### config.mk
export PLATFORM = sky130hd
export DESIGN_NAME = analog_top
export DESIGN_NICKNAME = d
export VERILOG_FILES = /design/src/rp_pkg.sv /design/src/sys_bus_decoder.sv /design/src/housekeeping_regs.sv /design/src/analog_regs.sv /design/src/adc_frontend.sv /design/src/dac_backend.sv /design/src/analog_top.sv
export SDC_FILE = /design/constraint.sdc
export NUM_CORES = 1
export LEC_CHECK = 0
export BUFFER_PORTS_ARGS = -buffer_cell sky130_fd_sc_hd__clkbuf_2
export CORE_MARGIN = 5
export CORE_UTILIZATION = 55
export CTS_BUF_LIST = sky130_fd_sc_hd__clkbuf_4
export DETAILED_ROUTE_END_ITERATION = 12
export GPL_ROUTABILITY_DRIVEN = 0
export MAX_ROUTING_LAYER = met4
export PLACE_DENSITY = 0.81
export REMOVE_ABC_BUFFERS = 1
export SETUP_SLACK_MARGIN = 0.2
export SLEW_MARGIN = 20
export SYNTH_ARGS = -nofsm -noshare
export SYNTH_HDL_FRONTEND = slang
export SYNTH_SLANG_ARGS = --single-unit
### constraint.sdc
create_clock -name adc_clk -period 2.98 [get_ports adc_clk]
set_clock_uncertainty 0.15 [all_clocks]
set_input_delay 0.447 -clock adc_clk [delete_from_list [all_inputs] [get_ports adc_clk]]
set_output_delay 0.447 -clock adc_clk [all_outputs]
set_load 0.05 [all_outputs]
### src/rp_pkg.sv
// analog core shared definitions
package rp_pkg;

  ////////////////////////////////////////////////////////////
  // system bus
  ////////////////////////////////////////////////////////////

  localparam int BUS_AW = 32; // byte address
  localparam int BUS_DW = 32; // read and write data

  localparam int N_REGIONS  = 8;  // addr[22:20] picks one
  localparam int REGION_LSB = 20; // lowest bit of region field

  localparam int unsigned REGION_HK  = 0; // housekeeping
  localparam int unsigned REGION_ANA = 1; // analog set-points and samples

  localparam int OFS_W = 20; // offset bits seen by each block

  ////////////////////////////////////////////////////////////
  // housekeeping map, region 0
  ////////////////////////////////////////////////////////////

  localparam logic [OFS_W-1:0] HK_ID_OFS   = 20'h00; // read only
  localparam logic [OFS_W-1:0] HK_LOOP_OFS = 20'h04; // bit 0 digital loopback
  localparam logic [OFS_W-1:0] HK_LED_OFS  = 20'h08; // led byte

  localparam logic [BUS_DW-1:0] HK_ID_VALUE = 32'hA0A1_0014; // board id word

  localparam int LED_W = 8;

  ////////////////////////////////////////////////////////////
  // analog map, region 1
  ////////////////////////////////////////////////////////////

  localparam logic [OFS_W-1:0] ANA_LEVEL_A_OFS  = 20'h00;
  localparam logic [OFS_W-1:0] ANA_LEVEL_B_OFS  = 20'h04;
  localparam logic [OFS_W-1:0] ANA_OFFSET_A_OFS = 20'h08;
  localparam logic [OFS_W-1:0] ANA_OFFSET_B_OFS = 20'h0C;
  localparam logic [OFS_W-1:0] ANA_ADC_A_OFS    = 20'h10; // live sample, read only
  localparam logic [OFS_W-1:0] ANA_ADC_B_OFS    = 20'h14;

  // converter sample, two's complement
  typedef logic signed [13:0] sample_t;

endpackage

### src/sys_bus_decoder.sv
// system bus region decoder
module sys_bus_decoder
  import rp_pkg::*;
(
  // master side
  input  logic [BUS_AW-1:0] sys_addr_i,
  input  logic              sys_wen_i,
  input  logic              sys_ren_i,
  output logic [BUS_DW-1:0] sys_rdata_o,
  output logic              sys_err_o,
  output logic              sys_ack_o,
  // housekeeping block
  input  logic [BUS_DW-1:0] hk_rdata_i,
  input  logic              hk_ack_i,
  output logic              hk_wen_o,
  output logic              hk_ren_o,
  // analog block
  input  logic [BUS_DW-1:0] ana_rdata_i,
  input  logic              ana_ack_i,
  output logic              ana_wen_o,
  output logic              ana_ren_o
);

  localparam int REGION_W = $clog2(N_REGIONS); // 3 bits

  logic [REGION_W-1:0]  region; // addressed region
  logic [N_REGIONS-1:0] cs;     // one-hot chip select

  assign region = sys_addr_i[REGION_LSB +: REGION_W];
  assign cs     = {{(N_REGIONS-1){1'b0}}, 1'b1} << region;

  // strobes go only to the selected block
  assign hk_wen_o  = cs[REGION_HK] & sys_wen_i;
  assign hk_ren_o  = cs[REGION_HK] & sys_ren_i;
  assign ana_wen_o = cs[REGION_ANA] & sys_wen_i;
  assign ana_ren_o = cs[REGION_ANA] & sys_ren_i;

  ////////////////////////////////////////////////////////////
  // answer of the addressed region
  ////////////////////////////////////////////////////////////

  always_comb
  begin
    case (region)
      REGION_HK:
      begin
        sys_rdata_o = hk_rdata_i;
        sys_ack_o   = hk_ack_i;
      end
      REGION_ANA:
      begin
        sys_rdata_o = ana_rdata_i;
        sys_ack_o   = ana_ack_i;
      end
      default:
      begin
        sys_rdata_o = '0;   // empty regions read zero
        sys_ack_o   = 1'b1; // and always acknowledge
      end
    endcase
  end

  assign sys_err_o = 1'b0; // no region reports errors

endmodule

### src/housekeeping_regs.sv
// housekeeping registers
module housekeeping_regs
  import rp_pkg::*;
(
  input  logic              adc_clk,
  input  logic              arst_n_i,
  // bus slave
  input  logic [OFS_W-1:0]  addr_i,
  input  logic [BUS_DW-1:0] wdata_i,
  input  logic              wen_i,
  input  logic              ren_i,
  output logic [BUS_DW-1:0] rdata_o,
  output logic              ack_o,
  // board controls
  output logic [LED_W-1:0]  led_o,
  output logic              digital_loop_o
);

  logic [LED_W-1:0]  led_q;   // led byte
  logic              loop_q;  // adc takes dac value when set
  logic [BUS_DW-1:0] rd_mux;  // read value for current offset
  logic [BUS_DW-1:0] rdata_q;
  logic              ack_q;

  ////////////////////////////////////////////////////////////
  // write side
  ////////////////////////////////////////////////////////////

  always_ff @(posedge adc_clk or negedge arst_n_i)
  begin
    if (!arst_n_i)
    begin
      led_q  <= '0;
      loop_q <= 1'b0;
    end
    else if (wen_i)
    begin
      case (addr_i)
        HK_LOOP_OFS: loop_q <= wdata_i[0];
        HK_LED_OFS:  led_q  <= wdata_i[LED_W-1:0];
        default:     ; // id and holes ignore writes
      endcase
    end
  end

  ////////////////////////////////////////////////////////////
  // read side
  ////////////////////////////////////////////////////////////

  always_comb
  begin
    case (addr_i)
      HK_ID_OFS:   rd_mux = HK_ID_VALUE;
      HK_LOOP_OFS: rd_mux = {{(BUS_DW-1){1'b0}}, loop_q};
      HK_LED_OFS:  rd_mux = {{(BUS_DW-LED_W){1'b0}}, led_q};
      default:     rd_mux = '0; // undefined offsets
    endcase
  end

  // answer one cycle after the strobe
  always_ff @(posedge adc_clk or negedge arst_n_i)
  begin
    if (!arst_n_i)
    begin
      ack_q   <= 1'b0;
      rdata_q <= '0;
    end
    else
    begin
      ack_q <= wen_i | ren_i; // writes ack too
      if (ren_i)
        rdata_q <= rd_mux;
    end
  end

  assign rdata_o        = rdata_q;
  assign ack_o          = ack_q;
  assign led_o          = led_q;
  assign digital_loop_o = loop_q;

endmodule

### src/analog_regs.sv
// analog set-point and sample registers
module analog_regs
  import rp_pkg::*;
(
  input  logic              adc_clk,
  input  logic              arst_n_i,
  // bus slave
  input  logic [OFS_W-1:0]  addr_i,
  input  logic [BUS_DW-1:0] wdata_i,
  input  logic              wen_i,
  input  logic              ren_i,
  output logic [BUS_DW-1:0] rdata_o,
  output logic              ack_o,
  // live samples from the adc path
  input  sample_t           adc_a_i,
  input  sample_t           adc_b_i,
  // dac set-points
  output sample_t           level_a_o,
  output sample_t           level_b_o,
  output sample_t           offset_a_o,
  output sample_t           offset_b_o
);

  localparam int SMP_W = $bits(sample_t); // 14

  sample_t level_a_q, level_b_q;   // per channel level
  sample_t offset_a_q, offset_b_q; // per channel offset
  sample_t rd_smp;                 // selected sample for read-back
  logic [BUS_DW-1:0] rdata_q;
  logic              ack_q;

  ////////////////////////////////////////////////////////////
  // set-points, low 14 bits of write data
  ////////////////////////////////////////////////////////////

  always_ff @(posedge adc_clk or negedge arst_n_i)
  begin
    if (!arst_n_i)
    begin
      level_a_q  <= '0;
      level_b_q  <= '0;
      offset_a_q <= '0;
      offset_b_q <= '0;
    end
    else if (wen_i)
    begin
      case (addr_i)
        ANA_LEVEL_A_OFS:  level_a_q  <= wdata_i[SMP_W-1:0];
        ANA_LEVEL_B_OFS:  level_b_q  <= wdata_i[SMP_W-1:0];
        ANA_OFFSET_A_OFS: offset_a_q <= wdata_i[SMP_W-1:0];
        ANA_OFFSET_B_OFS: offset_b_q <= wdata_i[SMP_W-1:0];
        default:          ; // samples are read only
      endcase
    end
  end

  // read select, every source is a signed sample
  always_comb
  begin
    case (addr_i)
      ANA_LEVEL_A_OFS:  rd_smp = level_a_q;
      ANA_LEVEL_B_OFS:  rd_smp = level_b_q;
      ANA_OFFSET_A_OFS: rd_smp = offset_a_q;
      ANA_OFFSET_B_OFS: rd_smp = offset_b_q;
      ANA_ADC_A_OFS:    rd_smp = adc_a_i;
      ANA_ADC_B_OFS:    rd_smp = adc_b_i;
      default:          rd_smp = '0; // hole reads zero
    endcase
  end

  always_ff @(posedge adc_clk or negedge arst_n_i)
  begin
    if (!arst_n_i)
    begin
      ack_q   <= 1'b0;
      rdata_q <= '0;
    end
    else
    begin
      ack_q <= wen_i | ren_i;
      if (ren_i) // sign-extend to bus width
        rdata_q <= {{(BUS_DW-SMP_W){rd_smp[SMP_W-1]}}, rd_smp};
    end
  end

  assign rdata_o    = rdata_q;
  assign ack_o      = ack_q;
  assign level_a_o  = level_a_q;
  assign level_b_o  = level_b_q;
  assign offset_a_o = offset_a_q;
  assign offset_b_o = offset_b_q;

endmodule

### src/adc_frontend.sv
// adc input stage
module adc_frontend #(
  parameter int DAT_W = 14 // converter resolution
) (
  input  logic                    adc_clk,
  input  logic                    arst_n_i,
  input  logic        [DAT_W-1:0] adc_dat_a_i,    // raw code, negative slope
  input  logic        [DAT_W-1:0] adc_dat_b_i,
  input  logic                    digital_loop_i, // take dac value instead
  input  logic signed [DAT_W-1:0] loop_a_i,       // saturated dac sum
  input  logic signed [DAT_W-1:0] loop_b_i,
  output logic signed [DAT_W-1:0] adc_a_o,
  output logic signed [DAT_W-1:0] adc_b_o
);

  logic [DAT_W-1:0] dat_a_q, dat_b_q; // input register

  // offset binary with negative slope to two's complement
  // msb kept, rest inverted
  function automatic logic signed [DAT_W-1:0] ob_to_tc(input logic [DAT_W-1:0] code);
    return {code[DAT_W-1], ~code[DAT_W-2:0]};
  endfunction

  ////////////////////////////////////////////////////////////
  // capture
  ////////////////////////////////////////////////////////////

  always_ff @(posedge adc_clk or negedge arst_n_i)
  begin
    if (!arst_n_i)
    begin
      dat_a_q <= '0;
      dat_b_q <= '0;
    end
    else
    begin
      dat_a_q <= adc_dat_a_i; // one edge of latency
      dat_b_q <= adc_dat_b_i;
    end
  end

  // conversion and loopback are combinational after the register
  assign adc_a_o = digital_loop_i ? loop_a_i : ob_to_tc(dat_a_q);
  assign adc_b_o = digital_loop_i ? loop_b_i : ob_to_tc(dat_b_q);

endmodule

### src/dac_backend.sv
// dac output stage
module dac_backend #(
  parameter int DAT_W = 14 // converter resolution
) (
  input  logic                    adc_clk,
  input  logic                    arst_n_i,
  input  logic signed [DAT_W-1:0] level_a_i,
  input  logic signed [DAT_W-1:0] level_b_i,
  input  logic signed [DAT_W-1:0] offset_a_i,
  input  logic signed [DAT_W-1:0] offset_b_i,
  output logic signed [DAT_W-1:0] sat_a_o,     // to loopback, before the register
  output logic signed [DAT_W-1:0] sat_b_o,
  output logic        [DAT_W-1:0] dac_dat_a_o, // inverted offset binary
  output logic        [DAT_W-1:0] dac_dat_b_o,
  output logic                    dac_rst_o    // high in reset
);

  logic signed [DAT_W:0] sum_a, sum_b;       // one guard bit
  logic [DAT_W-1:0]      dat_a_q, dat_b_q;   // output register
  logic                  rst_q;

  // clip to full scale when the guard bit disagrees with the msb
  function automatic logic signed [DAT_W-1:0] saturate(input logic signed [DAT_W:0] s);
    if (s[DAT_W] != s[DAT_W-1])
      return {s[DAT_W], {(DAT_W-1){~s[DAT_W]}}}; // 0x1fff or 0x2000
    else
      return s[DAT_W-1:0];
  endfunction

  ////////////////////////////////////////////////////////////
  // sum and saturate
  ////////////////////////////////////////////////////////////

  assign sum_a = {level_a_i[DAT_W-1], level_a_i} + {offset_a_i[DAT_W-1], offset_a_i};
  assign sum_b = {level_b_i[DAT_W-1], level_b_i} + {offset_b_i[DAT_W-1], offset_b_i};

  assign sat_a_o = saturate(sum_a);
  assign sat_b_o = saturate(sum_b);

  // register, back to offset binary with negative slope
  always_ff @(posedge adc_clk or negedge arst_n_i)
  begin
    if (!arst_n_i)
    begin
      dat_a_q <= {1'b0, {(DAT_W-1){1'b1}}}; // conversion of zero
      dat_b_q <= {1'b0, {(DAT_W-1){1'b1}}};
      rst_q   <= 1'b1;                       // hold dac in reset
    end
    else
    begin
      dat_a_q <= {sat_a_o[DAT_W-1], ~sat_a_o[DAT_W-2:0]};
      dat_b_q <= {sat_b_o[DAT_W-1], ~sat_b_o[DAT_W-2:0]};
      rst_q   <= 1'b0; // released at first edge
    end
  end

  assign dac_dat_a_o = dat_a_q;
  assign dac_dat_b_o = dat_b_q;
  assign dac_rst_o   = rst_q;

endmodule

### src/analog_top.sv
// analog core top level
module analog_top
  import rp_pkg::*;
#(
  parameter int DAT_W = $bits(sample_t) // converter resolution, 14
) (
  input  logic                  adc_clk,
  input  logic                  arst_n_i,
  // system bus
  input  logic [BUS_AW-1:0]     sys_addr_i,
  input  logic [BUS_DW-1:0]     sys_wdata_i,
  input  logic [BUS_DW/8-1:0]   sys_sel_i,   // byte selects, full words only
  input  logic                  sys_wen_i,
  input  logic                  sys_ren_i,
  output logic [BUS_DW-1:0]     sys_rdata_o,
  output logic                  sys_err_o,
  output logic                  sys_ack_o,
  // converters
  input  logic [DAT_W-1:0]      adc_dat_a_i, // raw codes
  input  logic [DAT_W-1:0]      adc_dat_b_i,
  output logic [DAT_W-1:0]      dac_dat_a_o,
  output logic [DAT_W-1:0]      dac_dat_b_o,
  output logic                  dac_rst_o,
  // board
  output logic [LED_W-1:0]      led_o
);

  logic              hk_wen, hk_ren, hk_ack;    // region 0
  logic [BUS_DW-1:0] hk_rdata;
  logic              ana_wen, ana_ren, ana_ack; // region 1
  logic [BUS_DW-1:0] ana_rdata;
  logic              digital_loop;

  logic signed [DAT_W-1:0] adc_a, adc_b;       // converted samples
  logic signed [DAT_W-1:0] level_a, level_b;
  logic signed [DAT_W-1:0] offset_a, offset_b;
  logic signed [DAT_W-1:0] sat_a, sat_b;       // loopback source

  ////////////////////////////////////////////////////////////
  // bus fabric and register blocks
  ////////////////////////////////////////////////////////////

  sys_bus_decoder i_dec (
    .sys_addr_i  (sys_addr_i),
    .sys_wen_i   (sys_wen_i),
    .sys_ren_i   (sys_ren_i),
    .sys_rdata_o (sys_rdata_o),
    .sys_err_o   (sys_err_o),
    .sys_ack_o   (sys_ack_o),
    .hk_rdata_i  (hk_rdata),
    .hk_ack_i    (hk_ack),
    .hk_wen_o    (hk_wen),
    .hk_ren_o    (hk_ren),
    .ana_rdata_i (ana_rdata),
    .ana_ack_i   (ana_ack),
    .ana_wen_o   (ana_wen),
    .ana_ren_o   (ana_ren)
  );

  housekeeping_regs i_hk (
    .adc_clk        (adc_clk),
    .arst_n_i       (arst_n_i),
    .addr_i         (sys_addr_i[OFS_W-1:0]),
    .wdata_i        (sys_wdata_i),
    .wen_i          (hk_wen),
    .ren_i          (hk_ren),
    .rdata_o        (hk_rdata),
    .ack_o          (hk_ack),
    .led_o          (led_o),
    .digital_loop_o (digital_loop)
  );

  analog_regs i_ana (
    .adc_clk    (adc_clk),
    .arst_n_i   (arst_n_i),
    .addr_i     (sys_addr_i[OFS_W-1:0]),
    .wdata_i    (sys_wdata_i),
    .wen_i      (ana_wen),
    .ren_i      (ana_ren),
    .rdata_o    (ana_rdata),
    .ack_o      (ana_ack),
    .adc_a_i    (adc_a),
    .adc_b_i    (adc_b),
    .level_a_o  (level_a),
    .level_b_o  (level_b),
    .offset_a_o (offset_a),
    .offset_b_o (offset_b)
  );

  ////////////////////////////////////////////////////////////
  // converter paths
  ////////////////////////////////////////////////////////////

  adc_frontend #(.DAT_W(DAT_W)) i_adc (
    .adc_clk        (adc_clk),
    .arst_n_i       (arst_n_i),
    .adc_dat_a_i    (adc_dat_a_i),
    .adc_dat_b_i    (adc_dat_b_i),
    .digital_loop_i (digital_loop),
    .loop_a_i       (sat_a),
    .loop_b_i       (sat_b),
    .adc_a_o        (adc_a),
    .adc_b_o        (adc_b)
  );

  dac_backend #(.DAT_W(DAT_W)) i_dac (
    .adc_clk     (adc_clk),
    .arst_n_i    (arst_n_i),
    .level_a_i   (level_a),
    .level_b_i   (level_b),
    .offset_a_i  (offset_a),
    .offset_b_i  (offset_b),
    .sat_a_o     (sat_a),
    .sat_b_o     (sat_b),
    .dac_dat_a_o (dac_dat_a_o),
    .dac_dat_b_o (dac_dat_b_o),
    .dac_rst_o   (dac_rst_o)
  );

endmodule

# == After elaboration in Yosys (flattened, before gate mapping) ==
# Cells that the tools add are included.
# totals
regBits,170
# classes
add_sub_neg,2
eq_ne,8
shifts,1
n_mux,8
bitwise,12
reduce_logical,8
# ops
op,count
32-bit case mux with 3 select lines,1
14-bit case mux with 6 select lines,1
32-bit case mux with 2 select lines,1
14-bit two-way mux,4
13-bit NOT,4
"20-bit by 4-bit equality test with 1-bit output, second input constant",2
"20-bit by 5-bit equality test with 1-bit output, second input constant",2
14-bit by 14-bit adder with 15-bit output,2
"20-bit by 3-bit equality test with 1-bit output, second input constant",1
20-bit logical NOT,1
2-bit AND reduction,6
1-bit AND,4
"3-bit by 1-bit equality test with 1-bit output, second input constant",1
3-bit logical NOT,1
"1-bit by 3-bit << shifter with 2-bit output, first input constant",1
1-bit inequality test,2
1-bit NOT,2
1-bit OR,2
1-bit case mux with 2 select lines,1

# == Longest topological paths before layout ==
# Gate-level depths: netlist of run 1.
# logic_depth
depth_word,5
depth_mapped,12
mapped_depth_nobuf,10

# == By module ==
# A second synthesis of run 1 with hierarchy kept.
# hier_totals
cells_unflattened,905
hier_area_um2,9614.2
# modules_own_cells
module,instances,cells_per_inst,area_per_inst_um2,seq_area_each_um2
analog_regs,1,292,3691.0,1776.7
dac_backend,1,346,3184.3,759.5
adc_frontend,1,88,1101.1,700.7
housekeeping_regs,1,95,1048.5,475.5
sys_bus_decoder,1,84,589.3,0.0

# == Worst setup path after synthesis of run 1 ==
# OpenSTA, ideal clock, no wires.
# synth_timing
path_kind,input port to output port
startpoint,in sys_addr_i[21]
endpoint,out sys_rdata_o[21]
arrival_time_ns,2.295
required_time_ns,2.383
path_slack_ns,0.088
path_stages,4
path_cell_list,nor3b_4 -> and2_1 -> a21o_1 -> buf_4
# synth_between
elab_chain_len,2
elab_cells_between_ends,3
classes_between,1 x eq/ne; 1 x mux; 1 x reduce/logical
# synth_lines
element,line_no,rtl
start: declaration,analog_top.sv:10,"input logic [BUS_AW-1:0] sys_addr_i,"
3-bit by 1-bit equality test with 1-bit output / 3-bit logical NOT (equally long branches),sys_bus_decoder.sv:44,case (region)
32-bit case mux with 2 select lines (*),sys_bus_decoder.sv:44,
end: declaration,analog_top.sv:15,"output logic [BUS_DW-1:0] sys_rdata_o,"
# Every way passes the cells marked *; elsewhere a longest branch is shown, timed or not.

# == Worst setup path in the final report of run 1 ==
# layout_timing
startpoint,reg i_ana.offset_a_q[9] (netlist: i_ana.offset_a_o[9])
endpoint,reg i_ana.rdata_q[8] (netlist: i_ana.rdata_o[8])
# layout_between
elab_chain_len,5
elab_cells_between_ends,6
classes_between,1 x add/sub; 1 x eq/ne; 3 x mux; 1 x bitwise
# layout_lines
element,line_no,rtl
start: declaration,analog_regs.sv:27,"sample_t offset_a_q, offset_b_q;"
start signal: assignment,analog_regs.sv:50,ANA_OFFSET_A_OFS: offset_a_q <= wdata_i[SMP_W-1:0];
14-bit by 14-bit adder with 15-bit output (*),dac_backend.sv:34,"assign sum_a = {level_a_i[DAT_W-1], level_a_i} + {offset_a_i[DAT_W-1], offset_a_i};"
1-bit inequality test / 1-bit NOT (equally long branches),"dac_backend.sv:24, dac_backend.sv:25",
14-bit two-way mux (*),dac_backend.sv:24,if (s[DAT_W] != s[DAT_W-1])
14-bit two-way mux (*),adc_frontend.sv:43,assign adc_a_o = digital_loop_i ? loop_a_i : ob_to_tc(dat_a_q);
14-bit case mux with 6 select lines (*),analog_regs.sv:60,case (addr_i)
end signal: assignment,analog_regs.sv:82,"rdata_q <= {{(BUS_DW-SMP_W){rd_smp[SMP_W-1]}}, rd_smp};"
end: declaration,analog_regs.sv:29,logic [BUS_DW-1:0] rdata_q;
# Marked as above.
# A chain may end at the register's enable or synchronous reset.

==> run_results.csv, run 1 <==
group,metric,value,unit
job,cap_violations,0,
outcome,run_status,"finished, final reports clean",
critical_path,rrSetupSlack,0.02,ns
timing,fin_crit_sh,99.5,%
global_routing,grt_usage,30.4,%
synthesis,ys_ff_latch,147,
global_routing,antenna_found_initial,1,
detailed_routing,firstDrtPassIters,6,
layout,syn_to_final_growth,30.8,%
synthesis,async_flop_share,100,%
timing,fin_ws,0.0160,ns
pwr,p_per_area,363,mW/mm2
synthesis,yosysTopAreaCell,"dfrtp_1",
detailed_routing,vias,7401,
timing,fmax,337,MHz
timing,rsz0062_at_grt,"true",
detailed_routing,wl_per_cell,23.0,um
detailed_routing,drt_iter0_drc,1158,
min_path,hp-class,"input pin to register",
detailed_routing,ant_nets,0,
cts,cts_tree,"yes",
timing,max_slew_margin,54.8,%
synthesis,ys.flop_type,"dfrtp_1",
critical_path,path_common_cell,"o21ai_0",
place,post-place-ws,-0.0669,ns
timing,tightest_slew,0.677,ns
cts,cts_buffers,17,
floorplan,die_w,130,um
floorplan,die_area,0.0168,mm2
timing,finalSetupViolations,0,
global_routing,grt_first_pass_wirelength,37.7,mm
floorplan,core-area,0.0139,mm2
timing,hold_viol_final,0,
synthesis,yosysWarnings,0,
synthesis,synth.top_cell.area_share,38.2,%
synthesis,seq_area_frac_synth,47.2,%
detailed_routing,via_per_inst,6.52,
detailed_routing,drt_wl_total,26.1,mm
timing,slew_viol_final,0,
critical_path,crit_fanout,6,
synthesis,synth-edff-count,0,
pwr,max-vdd-ir-drop,0.000461,V
timing,hold_ws,0.0244,ns
cts,h-tree-depth,4,
pwr,power.leakage,4.78,nW
synthesis,synth_cell_types,72,
cts,clockBufferDepth,2,
place,portBuffers,138,
critical_path,end_kind,"register",
critical_path,crit_required,3.33,ns
floorplan,fp.dieH,130,um
timing,period_needed,2.96,ns
synthesis,synth_area_leaders,"dfrtp_1 (38%), dfstp_2 (9.0%), mux2_2 (8.0%), ha_1 (4.5%), o21ai_0 (2.9%)",
cts,clkLatencyLatePin,0.58,ns
floorplan,rows,43,
place,place_hpwl,17.2,mm
critical_path,cpPeakStageDelay,0.49,ns
synthesis,yosysMostFrequentCell,"dfrtp_1",
synthesis,synth_area,0.00786,mm2
global_routing,grt_pass1_vias,7068,
cts,clock_tree.root_cell,"clkbuf_4",
global_routing,overflow,0,
floorplan,start_util,56.4,%
detailed_routing,drc,0,
critical_path,worstPathArrival,3.31,ns
critical_path,cpMaxStageDelayCell,"ha_1",
critical_path,critPathLaunchType,"register",
synthesis,netlist_instances,716,
cts,cts.sinks,147,
critical_path,cp_cell_sequence,"ha_1 > o21ai_0 > o21a_1 > o21ai_0 > a211oi_4 > o31ai_4 > buf_6 > o2111ai_4 > a32oi_1",
synthesis,synthTopCellsByCount,"dfrtp_1 (120), mux2_2 (56), o21ai_0 (45)",
global_routing,grt_start_max_net_pins,77,
layout,drive_gt1_share,43.7,%
layout,fin_nets,1071,
synthesis,syn_avg_cell_area,11.0,um2
critical_path,path_class,"register to register",
cts,path_clk_slew,0.13,ns
floorplan,boundaryPins,171,
[critical path: cells and delay by family (launching register included)]
family	cells	cell delay, ns
compound gates	7	1.62
fa+ha+maj	1	0.49
buf+inv	1	0.20
flops	1	0.43
[logic make-up after synthesis]
family,synth area share [%]
buf+inv,5.06
compound gates,19.1
fa+ha+maj,4.96
flops,47.2
xor+xnor,1.89
simple gates,11.7
other cells,0.0477
mux,10.1
[path summary, 6_finish.rpt]
check | start | cells after the start | end
setup / recovery | i_ana.offset_a_o[9] | 9 | i_ana.rdata_o[8]
hold / removal | sys_wdata_i[11] | 2 | i_ana.level_a_o[11]
setup reg to reg | i_ana.offset_a_o[9] | 9 | i_ana.rdata_o[8]
hold reg to reg | i_hk.rdata_o[6] | 2 | i_hk.rdata_o[6]
max in group asynchronous | arst_n_i | 3 | i_dac.dac_dat_b_o[4]
min in group asynchronous | arst_n_i | 2 | i_ana.level_b_o[10]
[per-stage QoR]
step                       TNS, ns  instances  cell area (um2)  power (mW)  utilization, %
after floorplan             -82.20        666             7570        2.09               -
after global placement    -0.00131       1047             9000        2.23            64.6
after detailed placement    -0.402       1047             9000        2.23            64.6
after CTS                        0       1126             9920        3.71            71.2
after global routing        -0.453       1135            10300        3.85            73.8
final                            0       1135            10300        3.74            73.8
[power breakdown]
part           total (mW)  internal (mW)  leakage [nW]  switching [mW]
logic               0.214         0.0833          2.72           0.130
clock network        1.50          0.766         0.176           0.730
registers            2.03           2.02          1.88         0.00946
[timing repair]
| action | in CTS | in global routing |
|---|---|---|
| hold buffers | 33 | 2 |
| setup buffers | 11 | 6 |
| endpoints found under the hold margin | 85 | 2 |
| endpoints found under the setup margin | 26 | 49 |
| cloned | 3 | 0 |
| pin swaps | 9 | 18 |
| resized for setup | 34 | 67 |
[routing by layer]
| metal | vias to the layer above | share of wire [%] | global-route usage (%) | routed length (um) |
|---|---|---|---|---|
| met1 | 3537 | 36 | 38.0 | 9380 |
| met2 | 595 | 46 | 47.4 | 12000 |
| li1 | 3118 | - | - | - |
| met5 | - | 0 | - | 0 |
| met4 | 0 | 6.3 | 14.4 | 1650 |
| met3 | 151 | 12 | 6.47 | 3040 |
[cells in the final DEF (no fill, tap or decap), drive strengths merged, types with 19 or more instances in the layout]
cell type,netlist,layout
inv,26,26
nand3,19,19
ha,28,28
mux2,66,66
a21oi,27,27
buf,33,86
nor2,43,43
dlygate4sd3,0,35
nand2,41,41
a22oi,22,22
clkbuf,18,154
o21ai,48,48
dfrtp,120,120
dfstp,27,27
[final cells by class]
type | count | area [um2]
multi-input combinational | 493 | 4200
sequential | 147 | 3710
fill | 866 | 3650
timing repair buffer | 255 | 1710
tap | 180 | 225
clock inverter | 12 | 186
clock buffer | 20 | 150
inverter | 27 | 101
antenna | 1 | 2.50
No activity file was read; power rests on OpenSTA's default activity.
==> inputs of run 2 (changes only) <==
- BUFFER_PORTS_ARGS: -buffer_cell sky130_fd_sc_hd__clkbuf_2 -> -buffer_cell sky130_fd_sc_hd__buf_2
==> run 2 against run 1 <==
Effect of this change:
- flip-flop and latch count stayed put
- routed wire length is 6.8% lower
- setup slack improved by 0.039 ns
- sequential share of layout area grew 0.80 points
- sequential power barely moved
- combinational power hardly changed
- non-clock buffer count did not move
- register-to-register slack better by 0.04 ns
- design area shrank 2.2%
- worst hold slack worse by 0.0034 ns
==> run_results.csv, run 2 (synthesized netlist as in run 1, its figures left out) <==
group,metric,value,unit
timing,slew_viol_final,0,
floorplan,rows,43,
cts,h-tree-depth,4,
global_routing,grt_first_pass_wirelength,36.8,mm
layout,multi_input_area,0.00401,mm2
layout,mostFrequentLayoutCells,"buf_2 (137), dfrtp_1 (120), buf_4 (70)",
detailed_routing,drt_iter0_drc,785,
detailed_routing,firstDrtPassIters,6,
timing,fmax,342,MHz
floorplan,start_util,56.4,%
cts,path_clk_slew,0.13,ns
timing,finalSetupViolations,0,
pwr,p_per_area,354,mW/mm2
critical_path,end_kind,"register",
cts,clkLatencyLatePin,0.59,ns
layout,drive_gt1_share,41.4,%
outcome,run_status,"finished, final reports clean",
critical_path,critical-path-top-delay-family,"compound AO/OA/AOI/OAI gates",
detailed_routing,ant_nets,0,
detailed_routing,via_per_inst,6.22,
detailed_routing,wl_per_cell,21.4,um
critical_path,cp_cell_sequence,"ha_1 > buf_4 > o2bb2ai_1 > a2111oi_4 > a211oi_2 > buf_4 > a311oi_4 > o311ai_1 > buf_4 > o211ai_1",
critical_path,path_common_cell,"buf_4",
critical_path,cpMaxStageDelayCell,"a211oi_2",
critical_path,cpPeakStageDelay,0.43,ns
floorplan,boundaryPins,171,
critical_path,crit_required,3.30,ns
detailed_routing,drt_wl_total,24.3,mm
min_path,hp-class,"input pin to register",
global_routing,grt_usage,29.9,%
layout,layout_commonest_cell,"buf_2",
floorplan,core-area,0.0139,mm2
layout,seq_area,0.00371,mm2
place,dpl_cell_area,0.00900,mm2
critical_path,worstPathArrival,3.24,ns
cts,cts_buffers,17,
layout,fin_nets,1071,
global_routing,antenna_found_initial,1,
job,cap_violations,0,
cts,cts.sinks,147,
floorplan,fp.dieH,130,um
timing,max_slew_margin,59.7,%
timing,tightest_slew,0.605,ns
timing,period_needed,2.93,ns
global_routing,grt_start_max_net_pins,62,
global_routing,overflow,0,
cts,cts_tree,"yes",
layout,fill_cells,932,
critical_path,critPathLaunchType,"register",
cts,clockBufferDepth,2,
place,dp_cells,1048,
pwr,power.leakage,4.69,nW
place,place_hpwl,16.8,mm
layout,final_cells,1135,
layout,final_cell_area,0.0101,mm2
floorplan,die_area,0.0168,mm2
detailed_routing,vias,7061,
floorplan,die_w,130,um
detailed_routing,drc,0,
timing,fin_crit_sh,98.2,%
critical_path,path_class,"register to register",
cts,clock_tree.root_cell,"clkbuf_4",
timing,rsz0062_at_grt,"true",
timing,hold_viol_final,0,
layout,syn_to_final_growth,28.0,%
critical_path,cp.buffers_inverters,3,
critical_path,crit_fanout,4,
global_routing,grt_pass1_vias,6980,
place,portBuffers,138,
pwr,max-vdd-ir-drop,0.000390,V
[run 2: cell types whose count changed in the layout (fill, tap and decap cells not counted), sizes merged]
cell / before / now
buf: 86 / 213
bufinv: 5 / 3
clkbuf: 154 / 19
clkinvlp: 2 / 3
dlygate4sd3: 35 / 42
inv: 26 / 28
[run 2: worst paths after layout]
kind	from	end	slack [ns]	cells past startpoint
worst min-delay path	sys_wdata_i[0]	i_hk.digital_loop_o	0.02	2
min in group asynchronous	arst_n_i	i_ana.rdata_o[10]	0.23	2
worst min register to register	i_hk.rdata_o[5]	i_hk.rdata_o[5]	0.35	2
worst max-delay path	i_ana.offset_a_o[5]	i_ana.rdata_o[2]	0.05	10
max in group asynchronous	arst_n_i	i_dac.dac_dat_b_o[2]	1.59	3
worst max register to register	i_ana.offset_a_o[5]	i_ana.rdata_o[2]	0.05	10
[run 2: layout make-up]
type,count,area share (%)
Antenna cell,1,0.0249
Tap cell,180,2.24
Multi-Input combinational cell,493,39.8
Clock inverter,13,1.57
Timing Repair Buffer,255,17.1
Inverter,27,1.01
Clock buffer,19,1.42
Sequential cell,147,36.9
[run 2: timing repair]
item / in CTS / in global routing
endpoints found under the hold margin: 113 / 0
gates cloned: 1 / 0
buffers inserted: 10 / 1
hold buffers: 42 / 0
pin swaps: 8 / 8
endpoints found under the setup margin: 27 / 36
resized for setup: 32 / 28
[run 2: power breakdown]
group | switching [mW] | internal (mW) | leakage, nW
Clock | 0.728 | 0.598 | 0.157
Combinational | 0.127 | 0.0875 | 2.65
Sequential | 0.00903 | 2.02 | 1.88
Total | 0.864 | 2.70 | 4.69
[run 2: routing by layer]
layer | vias up | global-route usage, % | routed length (um)
li1 | 3129 | - | -
met1 | 3371 | 36.5 | 9100
met2 | 457 | 44.8 | 11200
met3 | 104 | 7.58 | 2530
met4 | 0 | 18.0 | 1480
met5 | - | - | 0
[run 2: through the flow]
stage	TNS (ns)	setup WS (ns)	utilization (%)	hold slack, ns	power, mW
floorplan	-82.20	-4.94	-	0.00141	2.09
global placement	-0.163	-0.0264	64.6	0.298	2.23
detailed placement	-0.795	-0.137	64.6	0.295	2.23
CTS	0	0.0870	71.3	0.00111	3.58
global route	-0.00667	-0.00529	72.2	0.00787	3.70
finish	0	0.0549	72.2	0.0210	3.57
==> inputs of run 3 (changes only) <==
--- a/config.mk
+++ b/config.mk
@@ -12,7 +12,7 @@
 export DETAILED_ROUTE_END_ITERATION = 12
 export GPL_ROUTABILITY_DRIVEN = 0
+export HOLD_SLACK_MARGIN = 0.08
 export MAX_ROUTING_LAYER = met4
 export PLACE_DENSITY = 0.81
-export REMOVE_ABC_BUFFERS = 1
 export SETUP_SLACK_MARGIN = 0.2
 export SLEW_MARGIN = 20
--- a/constraint.sdc
+++ b/constraint.sdc
@@ -3,3 +3,3 @@
 set_input_delay 0.447 -clock adc_clk [delete_from_list [all_inputs] [get_ports adc_clk]]
 set_output_delay 0.447 -clock adc_clk [all_outputs]
-set_load 0.05 [all_outputs]
+set_load 0.01 [all_outputs]
==> run 3 against run 2 <==
Effect of this change:
- die area stayed put
- cell count shrank 0.70%
- sequential share of layout area shrank 0.16 points
- critical path depth rose by 1
- utilization grew 0.31 points
==> run_results.csv, run 3 (synthesized netlist as in run 1, its figures left out) <==
group,metric,value,unit
critical_path,critPathLaunchType,"register",
global_routing,grt_usage,29.4,%
pwr,p_per_area,325,mW/mm2
critical_path,r2r_start,"i_ana.level_a_o[0]",
detailed_routing,drt_iter0_drc,872,
cts,path_clk_slew,0.12,ns
timing,rsz0062_at_grt,"true",
critical_path,critical-path-top-delay-family,"compound AO/OA/AOI/OAI gates",
floorplan,rows,43,
global_routing,grt_start_max_net_pins,77,
detailed_routing,firstDrtPassIters,7,
critical_path,path_class,"register to register",
critical_path,cpMaxStageDelayCell,"a2111oi_4",
floorplan,boundaryPins,171,
min_path,min_to,"i_hk.ack_o",
layout,drive_gt1_share,41.4,%
floorplan,start_util,56.4,%
layout,mostFrequentLayoutCells,"buf_2 (137), dfrtp_1 (120), mux2_2 (57)",
min_path,hp-class,"input pin to register",
detailed_routing,via_per_inst,6.38,
layout,fin_nets,1062,
timing,fin_crit_sh,98.4,%
floorplan,die_area,0.0168,mm2
critical_path,cp_cell_sequence,"ha_2 > inv_2 > fa_2 > nor2b_4 > o2111ai_4 > a2111oi_4 > a211oi_4 > buf_4 > a311oi_4 > o311ai_4 > o211ai_1",
detailed_routing,drt_wl_total,24.8,mm
cts,h-tree-depth,4,
outcome,run_status,"finished, final reports clean",
place,dp_cells,1027,
global_routing,overflow,0,
critical_path,reg2reg_depth,11,
critical_path,crit_fanout,3,
cts,clkLatencyLatePin,0.58,ns
detailed_routing,ant_nets,0,
critical_path,cpPeakStageDelay,0.41,ns
place,portBuffers,138,
timing,finalSetupViolations,0,
place,place_hpwl,17.2,mm
critical_path,crit_required,3.33,ns
job,cap_violations,0,
timing,hold_viol_final,0,
timing,slew_viol_final,0,
global_routing,antenna_found_initial,2,
cts,cts_buffers,17,
layout,fill_cells,934,
critical_path,timing.rr.end,"i_ana.rdata_o[2]",
floorplan,fp.dieH,130,um
critical_path,worstPathArrival,3.28,ns
global_routing,grt_pass1_vias,6732,
timing,fmax,341,MHz
detailed_routing,vias,7185,
detailed_routing,wl_per_cell,22.0,um
layout,final_cells,1127,
timing,hold_ws,0.145,ns
timing,max_slew_margin,53.5,%
detailed_routing,drc,0,
pwr,power.leakage,4.68,nW
floorplan,die_w,130,um
critical_path,rrSetupSlack,0.05,ns
global_routing,grt_first_pass_wirelength,36.5,mm
cts,clockBufferDepth,2,
layout,syn_to_final_growth,28.5,%
critical_path,end_kind,"register",
cts,cts.sinks,147,
pwr,max-vdd-ir-drop,0.000309,V
min_path,min_path_cells,3,
min_path,min_from,"sys_wen_i",
timing,period_needed,2.93,ns
critical_path,cp.buffers_inverters,2,
layout,layout_commonest_cell,"buf_2",
cts,clock_tree.root_cell,"clkbuf_4",
cts,cts_tree,"yes",
floorplan,core-area,0.0139,mm2
timing,tightest_slew,0.697,ns
## run 3: cell types whose count changed in the layout (fill, tap and decap cells not counted), sizes merged
cell | before | now
clkinv | 6 | 9
mux2 | 66 | 68
buf | 213 | 197
diode | 1 | 2
clkinvlp | 3 | 1
bufinv | 3 | 0
dlygate4sd3 | 42 | 47
clkbuf | 19 | 23
inv | 28 | 26
## run 3: metrics by stage
| step | setup WS, ns | utilization (%) | area (um2) | TNS (ns) | total power [mW] |
|---|---|---|---|---|---|
| 6_report | 0.0481 | 72.5 | 10100 | 0 | 3.28 |
| 5_1_grt | -0.0246 | 72.5 | 10100 | -0.0501 | 3.40 |
| 4_1_cts | 0.0985 | 70.2 | 9790 | 0 | 3.29 |
| 3_5_place_dp | -0.0272 | 63.7 | 8870 | -0.0492 | 2.23 |
| 3_3_place_gp | 0.0293 | 63.7 | 8870 | 0 | 2.22 |
| 2_1_floorplan | 0.265 | - | 7870 | 0 | 2.10 |
## run 3: what timing repair did
action                     4_1_cts  5_1_grt
hold endpoints to repair       142        0
hold buffers                    47        0
gates cloned                     1        2
setup endpoints to repair       27       37
buffers inserted                 9        7
resized for setup               35       48
pin swaps                       19       20
## run 3: layer usage
layer  share of wire [%]  global-route usage [%]  vias up
met3                  11                    8.12      107
met2                  47                    44.8      541
met5                   0                       -        -
met4                 3.7                    9.60        0
met1                  38                    38.5     3425
li1                    -                       -     3112
## run 3: final cells by class
class,count,area [um2],share of cell area [%]
Clock inverter,9,41.3,0.409
Multi-Input combinational cell,495,4170,41.3
Sequential cell,147,3710,36.7
Tap cell,180,225,2.23
Clock buffer,23,173,1.71
Inverter,27,101,1.00
Timing Repair Buffer,244,1680,16.6
Antenna cell,2,5.00,0.0495
## run 3: worst max path at each step
stage	start	to	slack [ns]	cells past startpoint
global route	i_ana.offset_a_o[0]	i_ana.rdata_o[8]	-0.02	11
CTS	i_ana.level_a_o[0]	i_ana.rdata_o[9]	0.1	11
floorplan	i_ana.offset_a_o[0]	i_ana.rdata_o[9]	0.27	11
global placement	i_ana.offset_a_o[0]	i_ana.rdata_o[9]	0.03	11
detailed placement	i_ana.level_a_o[0]	i_ana.rdata_o[9]	-0.03	11
finish	i_ana.level_a_o[0]	i_ana.rdata_o[2]	0.05	11
## run 3: worst min-delay path, cell delays in order
cell and delay, ns:
buf_2 0.19, nor2_1 0.10, nor2_1 0.08
## run 3: power breakdown
group / leakage, nW / switching (mW) / total [mW] / internal, mW
clock network: 0.126 / 0.675 / 1.04 / 0.367
registers: 1.88 / 0.00860 / 2.03 / 2.02
logic: 2.67 / 0.121 / 0.214 / 0.0932
total: 4.68 / 0.804 / 3.28 / 2.48
